## src/verilog/pe_ctrl_pkg.sv

```systemverilog
`default_nettype none

package pe_ctrl_pkg;

    // array limits of one processing element
    localparam int MAX_LAYERS   = 4;
    localparam int MAX_FILTERS  = 16;
    localparam int MAX_CHANNELS = 8;
    localparam int MAX_NNZ      = 256;

    // table depths
    localparam int LAYER_TBL_DEPTH = MAX_LAYERS;
    localparam int NNZ_TBL_DEPTH   = MAX_LAYERS * MAX_CHANNELS;

    // index types
    typedef logic [$clog2(MAX_LAYERS)-1:0]   layer_idx_t;
    typedef logic [$clog2(MAX_FILTERS)-1:0]  filter_idx_t;
    typedef logic [$clog2(MAX_CHANNELS)-1:0] chan_idx_t;

    // position inside a compressed stream
    typedef logic [$clog2(MAX_NNZ)-1:0] nnz_idx_t;

    // a count of 1..MAX_NNZ needs one bit more than a position
    typedef logic [$clog2(MAX_NNZ):0] nnz_count_t;

    // filter and channel counts, both counted from 1
    typedef logic [$clog2(MAX_FILTERS):0]  filter_count_t;
    typedef logic [$clog2(MAX_CHANNELS):0] chan_count_t;

    // per-layer configuration, 18 bits
    // w_count is the compressed weight count of every channel of the layer
    typedef struct packed {
        filter_count_t num_filters;
        chan_count_t   num_chans;
        nnz_count_t    w_count;
    } layer_cfg_t;

    // control phases of the processing element
    typedef enum logic [2:0] {
        ph_idle   = 3'd0,
        ph_stream = 3'd1,
        ph_exec   = 3'd2,
        ph_drain  = 3'd3,
        ph_done   = 3'd4
    } phase_t;

endpackage

`default_nettype wire

```

## src/verilog/param_table.sv

```systemverilog
`timescale 1ns/10ps
`default_nettype none

module param_table #(
    parameter type entry_t = logic [7:0],
    parameter int  DEPTH   = 4
) (
    input  wire                       clk,
    input  wire                       rst,
    input  wire                       we,
    input  wire  [$clog2(DEPTH)-1:0]  waddr,
    input  wire  [$clog2(DEPTH)-1:0]  raddr,
    input  entry_t                    wdata,
    output entry_t                    rdata
);

    entry_t mem [DEPTH];
    logic   rst_d;

    // the table is cleared on the first reset cycle only, so it can be
    // loaded while rst is still held
    always_ff @(posedge clk) begin
        rst_d <= rst;
        if (rst && !rst_d) begin
            for (int i = 0; i < DEPTH; i++) begin
                mem[i] <= '0;
            end
        end
        if (we) begin
            mem[waddr] <= wdata;
        end
    end

    // asynchronous read
    assign rdata = mem[raddr];

    // non power-of-two depths leave unused addresses
    a_waddr_range: assert property (
        @(posedge clk) we |-> (int'(waddr) < DEPTH)
    ) else $error("param_table write beyond depth %0d", DEPTH);

endmodule

`default_nettype wire

```

## src/verilog/tile_walker.sv

```systemverilog
`timescale 1ns/10ps
`default_nettype none

module tile_walker import pe_ctrl_pkg::*; #(
    parameter int TILE_W = 4,
    parameter int TILE_A = 4
) (
    input  wire          clk,
    input  wire          rst,
    input  wire          sweep_start,
    input  wire          busy,
    input  layer_idx_t   cur_layer,
    input  filter_idx_t  cur_k,
    input  layer_cfg_t   layer_cfg,
    input  nnz_count_t   chan_nnz,
    output chan_idx_t    chan,
    output logic         tile_valid,
    output nnz_idx_t     tile_a,
    output nnz_idx_t     tile_w,
    output nnz_count_t   tile_a_count,
    output nnz_count_t   tile_w_count,
    output layer_idx_t   tile_layer,
    output filter_idx_t  tile_k,
    output logic         sweep_done
);

    logic       active;
    chan_idx_t  c;
    nnz_idx_t   a;
    nnz_idx_t   w;

    // positions after one more step, wide enough not to wrap
    logic [9:0] a_step;
    logic [9:0] w_step;
    logic       last_w;
    logic       last_a;
    logic       last_c;
    nnz_count_t rem_a;
    nnz_count_t rem_w;
    logic       issue;

    assign a_step = 10'(a) + 10'(TILE_A);
    assign w_step = 10'(w) + 10'(TILE_W);

    assign last_w = w_step >= 10'(layer_cfg.w_count);
    assign last_a = a_step >= 10'(chan_nnz);
    assign last_c = (chan_count_t'(c) + chan_count_t'(1)) == layer_cfg.num_chans;

    // remaining elements from the current position to the end of the channel
    assign rem_w = layer_cfg.w_count - nnz_count_t'(w);
    assign rem_a = chan_nnz - nnz_count_t'(a);

    assign tile_w_count = (rem_w < nnz_count_t'(TILE_W)) ? rem_w : nnz_count_t'(TILE_W);
    assign tile_a_count = (rem_a < nnz_count_t'(TILE_A)) ? rem_a : nnz_count_t'(TILE_A);

    // one tile per cycle, busy pauses the walk
    assign issue      = active && !busy;
    assign tile_valid = issue;

    assign tile_a     = a;
    assign tile_w     = w;
    assign tile_layer = cur_layer;
    assign tile_k     = cur_k;
    assign chan       = c;

    always_ff @(posedge clk) begin
        if (rst) begin
            active     <= 1'b0;
            sweep_done <= 1'b0;
            c          <= '0;
            a          <= '0;
            w          <= '0;
        end else begin
            sweep_done <= 1'b0;
            if (sweep_start) begin
                active <= 1'b1;
                c      <= '0;
                a      <= '0;
                w      <= '0;
            end else if (issue) begin
                // weight loop innermost, then activations, then channels
                if (!last_w) begin
                    w <= w_step[7:0];
                end else begin
                    w <= '0;
                    if (!last_a) begin
                        a <= a_step[7:0];
                    end else begin
                        a <= '0;
                        if (!last_c) begin
                            c <= c + chan_idx_t'(1);
                        end else begin
                            // last tile of the sweep
                            active     <= 1'b0;
                            sweep_done <= 1'b1;
                        end
                    end
                end
            end
        end
    end

    // a busy cycle keeps the walk position, so no tile is lost or repeated
    a_hold_when_busy: assert property (
        @(posedge clk) disable iff (rst)
        (active && busy) |=> (active && $stable(c) && $stable(a) && $stable(w))
    ) else $error("walker moved while busy");

endmodule

`default_nettype wire

```

## src/verilog/phase_fsm.sv

```systemverilog
`timescale 1ns/10ps
`default_nettype none

module phase_fsm import pe_ctrl_pkg::*; #(
    parameter int NUM_LAYERS = 3
) (
    input  wire          clk,
    input  wire          rst,
    input  wire          filter_finish,
    input  wire          input_finish,
    input  wire          ppu_done,
    input  wire          xbar_empty,
    input  wire          sweep_done,
    input  layer_cfg_t   layer_cfg,
    output phase_t       phase,
    output layer_idx_t   cur_layer,
    output filter_idx_t  cur_k,
    output logic         sweep_start,
    output logic         req_filter,
    output logic         req_input,
    output logic         done
);

    phase_t next_phase;

    // sticky latches, cleared on every phase change
    logic fin_filter;
    logic fin_input;
    logic fin_ppu;
    logic seen_xbar;

    logic last_k;
    logic last_layer;
    logic final_k;
    logic stream_go;
    logic drain_go;

    assign last_k     = filter_count_t'(cur_k) == (layer_cfg.num_filters - filter_count_t'(1));
    assign last_layer = cur_layer == layer_idx_t'(NUM_LAYERS - 1);
    // last filter of the whole network, no further filter stream
    assign final_k    = last_k && last_layer;

    // stream waits for both latches, one cycle after the later pulse
    assign stream_go = fin_filter && fin_input;

    // drain: crossbar empty, PPU finished and next filter streamed in
    assign drain_go = (seen_xbar || xbar_empty) &&
                      (fin_ppu || ppu_done) &&
                      (final_k || fin_filter || filter_finish);

    always_comb begin
        next_phase = phase;
        case (phase)
            ph_idle: begin
                next_phase = ph_stream;
            end
            ph_stream: begin
                if (stream_go) begin
                    next_phase = ph_exec;
                end
            end
            ph_exec: begin
                if (sweep_done) begin
                    next_phase = ph_drain;
                end
            end
            ph_drain: begin
                if (drain_go) begin
                    next_phase = final_k ? ph_done : ph_exec;
                end
            end
            ph_done: begin
                next_phase = ph_done;
            end
            default: begin
                next_phase = ph_idle;
            end
        endcase
    end

    always_ff @(posedge clk) begin
        if (rst) begin
            phase       <= ph_idle;
            cur_layer   <= '0;
            cur_k       <= '0;
            sweep_start <= 1'b0;
            fin_filter  <= 1'b0;
            fin_input   <= 1'b0;
            fin_ppu     <= 1'b0;
            seen_xbar   <= 1'b0;
        end else begin
            phase       <= next_phase;
            sweep_start <= (next_phase == ph_exec) && (phase != ph_exec);

            if (phase == ph_drain && drain_go && !final_k) begin
                if (last_k) begin
                    // next layer starts at filter 0, stream already requested
                    cur_layer <= cur_layer + layer_idx_t'(1);
                    cur_k     <= '0;
                end else begin
                    cur_k <= cur_k + filter_idx_t'(1);
                end
            end

            if (next_phase != phase) begin
                fin_filter <= 1'b0;
                fin_input  <= 1'b0;
                fin_ppu    <= 1'b0;
                seen_xbar  <= 1'b0;
            end else begin
                fin_filter <= fin_filter || filter_finish;
                fin_input  <= fin_input || input_finish;
                fin_ppu    <= fin_ppu || ppu_done;
                seen_xbar  <= seen_xbar || xbar_empty;
            end
        end
    end

    // requests drop once their finish pulse is latched
    assign req_input  = (phase == ph_stream) && !fin_input;
    assign req_filter = ((phase == ph_stream) && !fin_filter) ||
                        ((phase == ph_drain) && !final_k && !fin_filter);
    assign done       = phase == ph_done;

    // the walker only finishes a sweep that exec started
    a_sweep_done_in_exec: assert property (
        @(posedge clk) disable iff (rst)
        sweep_done |-> (phase == ph_exec)
    ) else $error("sweep_done outside exec");

endmodule

`default_nettype wire

```

## src/verilog/pe_ctrl_top.sv

```systemverilog
`timescale 1ns/10ps
`default_nettype none

module pe_ctrl_top import pe_ctrl_pkg::*; #(
    parameter int TILE_W     = 4,
    parameter int TILE_A     = 4,
    parameter int NUM_LAYERS = 3
) (
    input  wire          clk,
    input  wire          rst,
    input  wire          cfg_we,
    input  layer_idx_t   cfg_layer,
    input  layer_cfg_t   cfg_entry,
    input  wire          nnz_we,
    input  layer_idx_t   nnz_layer,
    input  chan_idx_t    nnz_chan,
    input  nnz_count_t   nnz_count,
    input  wire          busy,
    input  wire          filter_finish,
    input  wire          input_finish,
    input  wire          ppu_done,
    input  wire          xbar_empty,
    output logic         req_filter,
    output logic         req_input,
    output logic         tile_valid,
    output layer_idx_t   tile_layer,
    output filter_idx_t  tile_k,
    output chan_idx_t    tile_c,
    output nnz_idx_t     tile_a,
    output nnz_idx_t     tile_w,
    output nnz_count_t   tile_a_count,
    output nnz_count_t   tile_w_count,
    output logic         sweep_done,
    output logic         done
);

    phase_t      phase;
    layer_idx_t  cur_layer;
    filter_idx_t cur_k;
    logic        sweep_start;
    layer_cfg_t  layer_cfg;
    nnz_count_t  chan_nnz;
    chan_idx_t   chan;

    // count table index is layer*MAX_CHANNELS + chan
    param_table #(
        .entry_t (layer_cfg_t),
        .DEPTH   (LAYER_TBL_DEPTH)
    ) layer_table (
        .clk   (clk),
        .rst   (rst),
        .we    (cfg_we),
        .waddr (cfg_layer),
        .raddr (cur_layer),
        .wdata (cfg_entry),
        .rdata (layer_cfg)
    );

    param_table #(
        .entry_t (nnz_count_t),
        .DEPTH   (NNZ_TBL_DEPTH)
    ) nnz_table (
        .clk   (clk),
        .rst   (rst),
        .we    (nnz_we),
        .waddr ({nnz_layer, nnz_chan}),
        .raddr ({cur_layer, chan}),
        .wdata (nnz_count),
        .rdata (chan_nnz)
    );

    tile_walker #(
        .TILE_W (TILE_W),
        .TILE_A (TILE_A)
    ) walker (
        .clk          (clk),
        .rst          (rst),
        .sweep_start  (sweep_start),
        .busy         (busy),
        .cur_layer    (cur_layer),
        .cur_k        (cur_k),
        .layer_cfg    (layer_cfg),
        .chan_nnz     (chan_nnz),
        .chan         (chan),
        .tile_valid   (tile_valid),
        .tile_a       (tile_a),
        .tile_w       (tile_w),
        .tile_a_count (tile_a_count),
        .tile_w_count (tile_w_count),
        .tile_layer   (tile_layer),
        .tile_k       (tile_k),
        .sweep_done   (sweep_done)
    );

    phase_fsm #(
        .NUM_LAYERS (NUM_LAYERS)
    ) fsm (
        .clk           (clk),
        .rst           (rst),
        .filter_finish (filter_finish),
        .input_finish  (input_finish),
        .ppu_done      (ppu_done),
        .xbar_empty    (xbar_empty),
        .sweep_done    (sweep_done),
        .layer_cfg     (layer_cfg),
        .phase         (phase),
        .cur_layer     (cur_layer),
        .cur_k         (cur_k),
        .sweep_start   (sweep_start),
        .req_filter    (req_filter),
        .req_input     (req_input),
        .done          (done)
    );

    assign tile_c = chan;

    // tables feed the walker combinationally, so they only change at rest
    a_cfg_write_idle: assert property (
        @(posedge clk) (cfg_we || nnz_we) |-> (rst || phase == ph_idle)
    ) else $error("table write outside idle");

endmodule

`default_nettype wire

```

## config.mk

```make
export PLATFORM = sky130hd
export DESIGN_NAME = pe_ctrl_top
export DESIGN_NICKNAME = d
export VERILOG_FILES = /design/src/verilog/pe_ctrl_pkg.sv /design/src/verilog/param_table.sv /design/src/verilog/tile_walker.sv /design/src/verilog/phase_fsm.sv /design/src/verilog/pe_ctrl_top.sv
export SDC_FILE = /design/constraint.sdc
export NUM_CORES = 1
export LEC_CHECK = 0
export ABC_CLOCK_PERIOD_IN_PS = 4360
export BUFFER_PORTS_ARGS = -buffer_cell sky130_fd_sc_hd__buf_2
export CAP_MARGIN = 25
export CELL_PAD_IN_SITES_DETAIL_PLACEMENT = 1
export CELL_PAD_IN_SITES_GLOBAL_PLACEMENT = 1
export CORE_MARGIN = 4
export CORE_UTILIZATION = 47
export CTS_CLUSTER_SIZE = 16
export DETAILED_ROUTE_END_ITERATION = 6
export PLACE_DENSITY = 0.87
export SLEW_MARGIN = 10
export SYNTH_ARGS = -nofsm -noshare
export SYNTH_HDL_FRONTEND = slang
export SYNTH_HIERARCHICAL = 1
export SYNTH_SLANG_ARGS = --single-unit
```

## constraint.sdc

```tcl
create_clock -name clk -period 4.36 [get_ports clk]
set_input_delay 0.872 -clock clk [delete_from_list [all_inputs] [get_ports clk]]
set_output_delay 0.872 -clock clk [all_outputs]
set_load 0.01 [all_outputs]
```

==> run metrics <==
Placer Congestion=0.8574; CP delay by family, top=multiplexers; max frequency=0.1925 GHz; ys flop type=edfxtp_1; CP Launch Point=walker/chan[1]$_SDFFE_PP0P_; Worst Max-Slew Pin Slew=1.032 ns; worst-case clock buffer depth=3; dpl hpwl=38.05 mm; slowest CP cell=mux4_2; WS Path Type=register to primary output; Initial Util=47.57%; initial antenna violation count=0; final hold violations=0; Ys Warns=6; HP Class=register to register; global-route wire length before repair=87.17 mm; vias per cell=6.081; net count reported at finish=1,637; CP Cell Sequence=buf_4, buf_4, buf_8, mux4_2, mux4_2, mux2_2, ha_4, a21o_1, or3_4, o2111ai_2, nand4_1, buf_4, or2_1, buf_2; final setup fails=6; MaxCap Viol Count=0; count leader, synth=edfxtp_1; hold_sp=fsm/sweep_start$_SDFF_PP0_; Leak=8.320 nW; post-synth top area cell=edfxtp_1; placed cell count=2,025; Worst setup SP type=register; Mapped Area=19,420 um^2; Reg clk slew, reported paths=0.06 ns; post-synthesis async set-or-reset flop share=0%; Netlist cell types=71; Die ar.=44,640 um^2; Iter 0 DRT Violations=1,547; Pre-antenna DRT Iters=5; total vias in the final route=12.91k; Worst Path Max Fanout=9; Core Area=40,830 um^2; # H-tree levels=2; area taken by multi-input logic gates=7483 um^2; input/output buffers=74; unrepaired setup endpoints after global routing=yes; Clock Sinks=393; WL final=58.77 mm; P per Cell Area=376.8 nW/um^2; CTS root buf=clkbuf_16; VDD IR max=0.3553 mV; Gate Count Post-Synth=1,419; top cell type's share of synthesized area=55.66%; Register Area=11,480 um^2; Reg-to-Reg Start=walker/chan[1]$_SDFFE_PP0P_; Crit. End Element=primary output; final cell count without fillers=2,123; DIE HEIGHT=211.3 um; grt total ovfl=0; # fillers=3,999; Slew HR=30.49%; Synth Area per Inst=13.69 um^2; total power draw=0.008505 W; DRC errors left=0; Final Max Tran Viols=0; Seq cells post-synth=393; final setup margin=-0.8354 ns; area grow syn2layout=16.21%; Crit path top cell by count=buf_4; Die X=211.3 um; CTS tree=yes; violated checks=setup timing; run status=finished with violations; post-route clock period utilization=119.2%; per-cell routed wire length=27.68 um; data required time at the worst endpoint=3.49 ns; GRT Total Usage=25.92%; number of global-route vias before repair=13.74k; Worst-Skew Late Latency=0.61 ns; sequential area share after synthesis=59.06%; setup TNS=-3.056 ns; slowest stage delay, CP=0.51 ns; I/O Pins=91; Final ANT Viol Nets=0; CTS Hold Bufs=0; top post-synthesis cells by count=edfxtp_1 (360), and2_1 (289), nor2_1 (133), mux4_2 (100), clkbuf_1 (57); largest net degree at the start of global routing=33; cts bufs inserted=42; number of synthesized flops with an enable pin=360; Final Skew=0.04050 ns; Critical Path AT=4.32 ns; share of layout cells above drive strength 1=24.97%; CP bufs+invs=5; min cycle time layout=5.195 ns; Rows=74; top cells by area, synth=edfxtp_1 (56%), mux4_2 (12%), and2_1 (9.3%)
worst paths after layout:
check	to	slack [ns]	depth (start not counted)
worst max register to register	walker/chan[2]$_SDFFE_PP0P_	0.12	15
worst min-delay path	walker/active$_SDFFE_PP0P_	0.52	2
worst max-delay path	tile_a_count[2]	-0.84	14
worst min register to register	walker/active$_SDFFE_PP0P_	0.52	2
layout by cell type (no fill, tap or decap), types with 12 or more instances in the layout:
cell type  count
inv_1         41
xnor2_1       16
buf_4         77
clkinv_2      12
nand2_1       33
dfxtp_1       29
nor2_1       132
o21ai_0       44
nand3_1       19
buf_2         78
clkbuf_16     42
and2_1       289
nor3_1        14
mux4_2       100
ha_1          30
a21oi_1       27
conb_1        20
edfxtp_1     360
power breakdown:
group	internal (W)	switching, W	total [W]
Clock	0.00203	0.00159	0.00362
Sequential	0.00424	0.0000613	0.00430
Combinational	0.000203	0.000383	0.000585
Total	0.00647	0.00204	0.00851
per-stage QoR:
step,hold slack [ns],utilization (%),instance area (um^2),setup WS [ns]
after global routing,0.5492,55.28,22570,-0.9906
final,0.5189,55.28,22570,-0.8354
after floorplan,0.4282,-,19580,0.003522
after CTS,0.5220,54.88,22410,-0.8302
after global placement,0.4621,50.75,20720,-0.2350
after detailed placement,0.4619,50.80,20740,-0.4246
sequential cells by signal (all words and copies together), names as in the netlist, 2 cells and up:
name / cells
nnz_table/mem: 288
walker/chan: 3
layer_table/mem: 72
fsm/cur_layer: 2
walker/tile_a: 6
fsm/phase: 3
walker/tile_w: 6
fsm/cur_k: 4
cell type report:
cell class,instances,area share (%)
sequential,393,50.87
multi-input combinational,897,33.15
timing repair buffer,181,6.297
clock buffer,48,4.756
tap,532,2.949
clock inverter,28,1.247
inverter,43,0.7150
antenna,1,0.01109
metal layers:
layer | GRT usage, % | vias up | part of all wire (%)
li1 | - | 5464 | -
met1 | 32.96 | 6661 | 38
met2 | 44.78 | 657 | 51
met3 | 5.513 | 128 | 7.9
met4 | 8.463 | 0 | 3.4
met5 | 0 | - | 0
kinds of logic (layout without fill, tap and decap cells):
| kind of cell | count (synthesis) | after routing | share of synthesized area (%) |
|---|---|---|---|
| buffers and inverters | 147 | 300 | 3.646 |
| muxes | 122 | 122 | 13.46 |
| adders and majority gates | 36 | 36 | 2.319 |
| DFF | 393 | 393 | 59.06 |
| AOI/OAI and AO/OA | 140 | 140 | 4.509 |
| other | 2 | 21 | 0.03866 |
| and+or+nand+nor | 556 | 556 | 15.93 |
| xor gates and xnor gates | 23 | 23 | 1.037 |
worst register-to-register path: cells and delay by family (launching register included):
family                     cells  cell delay [ns]
muxes                          3             1.35
buffers and inverters          5             0.69
DFF                            1             0.43
adders and majority gates      1             0.17
and+or+nand+nor                3             0.74
AOI/OAI and AO/OA              3             0.77
repair_timing:
action | 4_1_cts | 5_1_grt
endpoints found under the setup margin | 7 | 10
setup buffers | 10 | 4
endpoints found under the hold margin | 0 | 0
pin swaps | 12 | 8
cloned | 3 | 0
resized for setup | 29 | 24
Note: power is estimated with default switching activity, not from simulation.
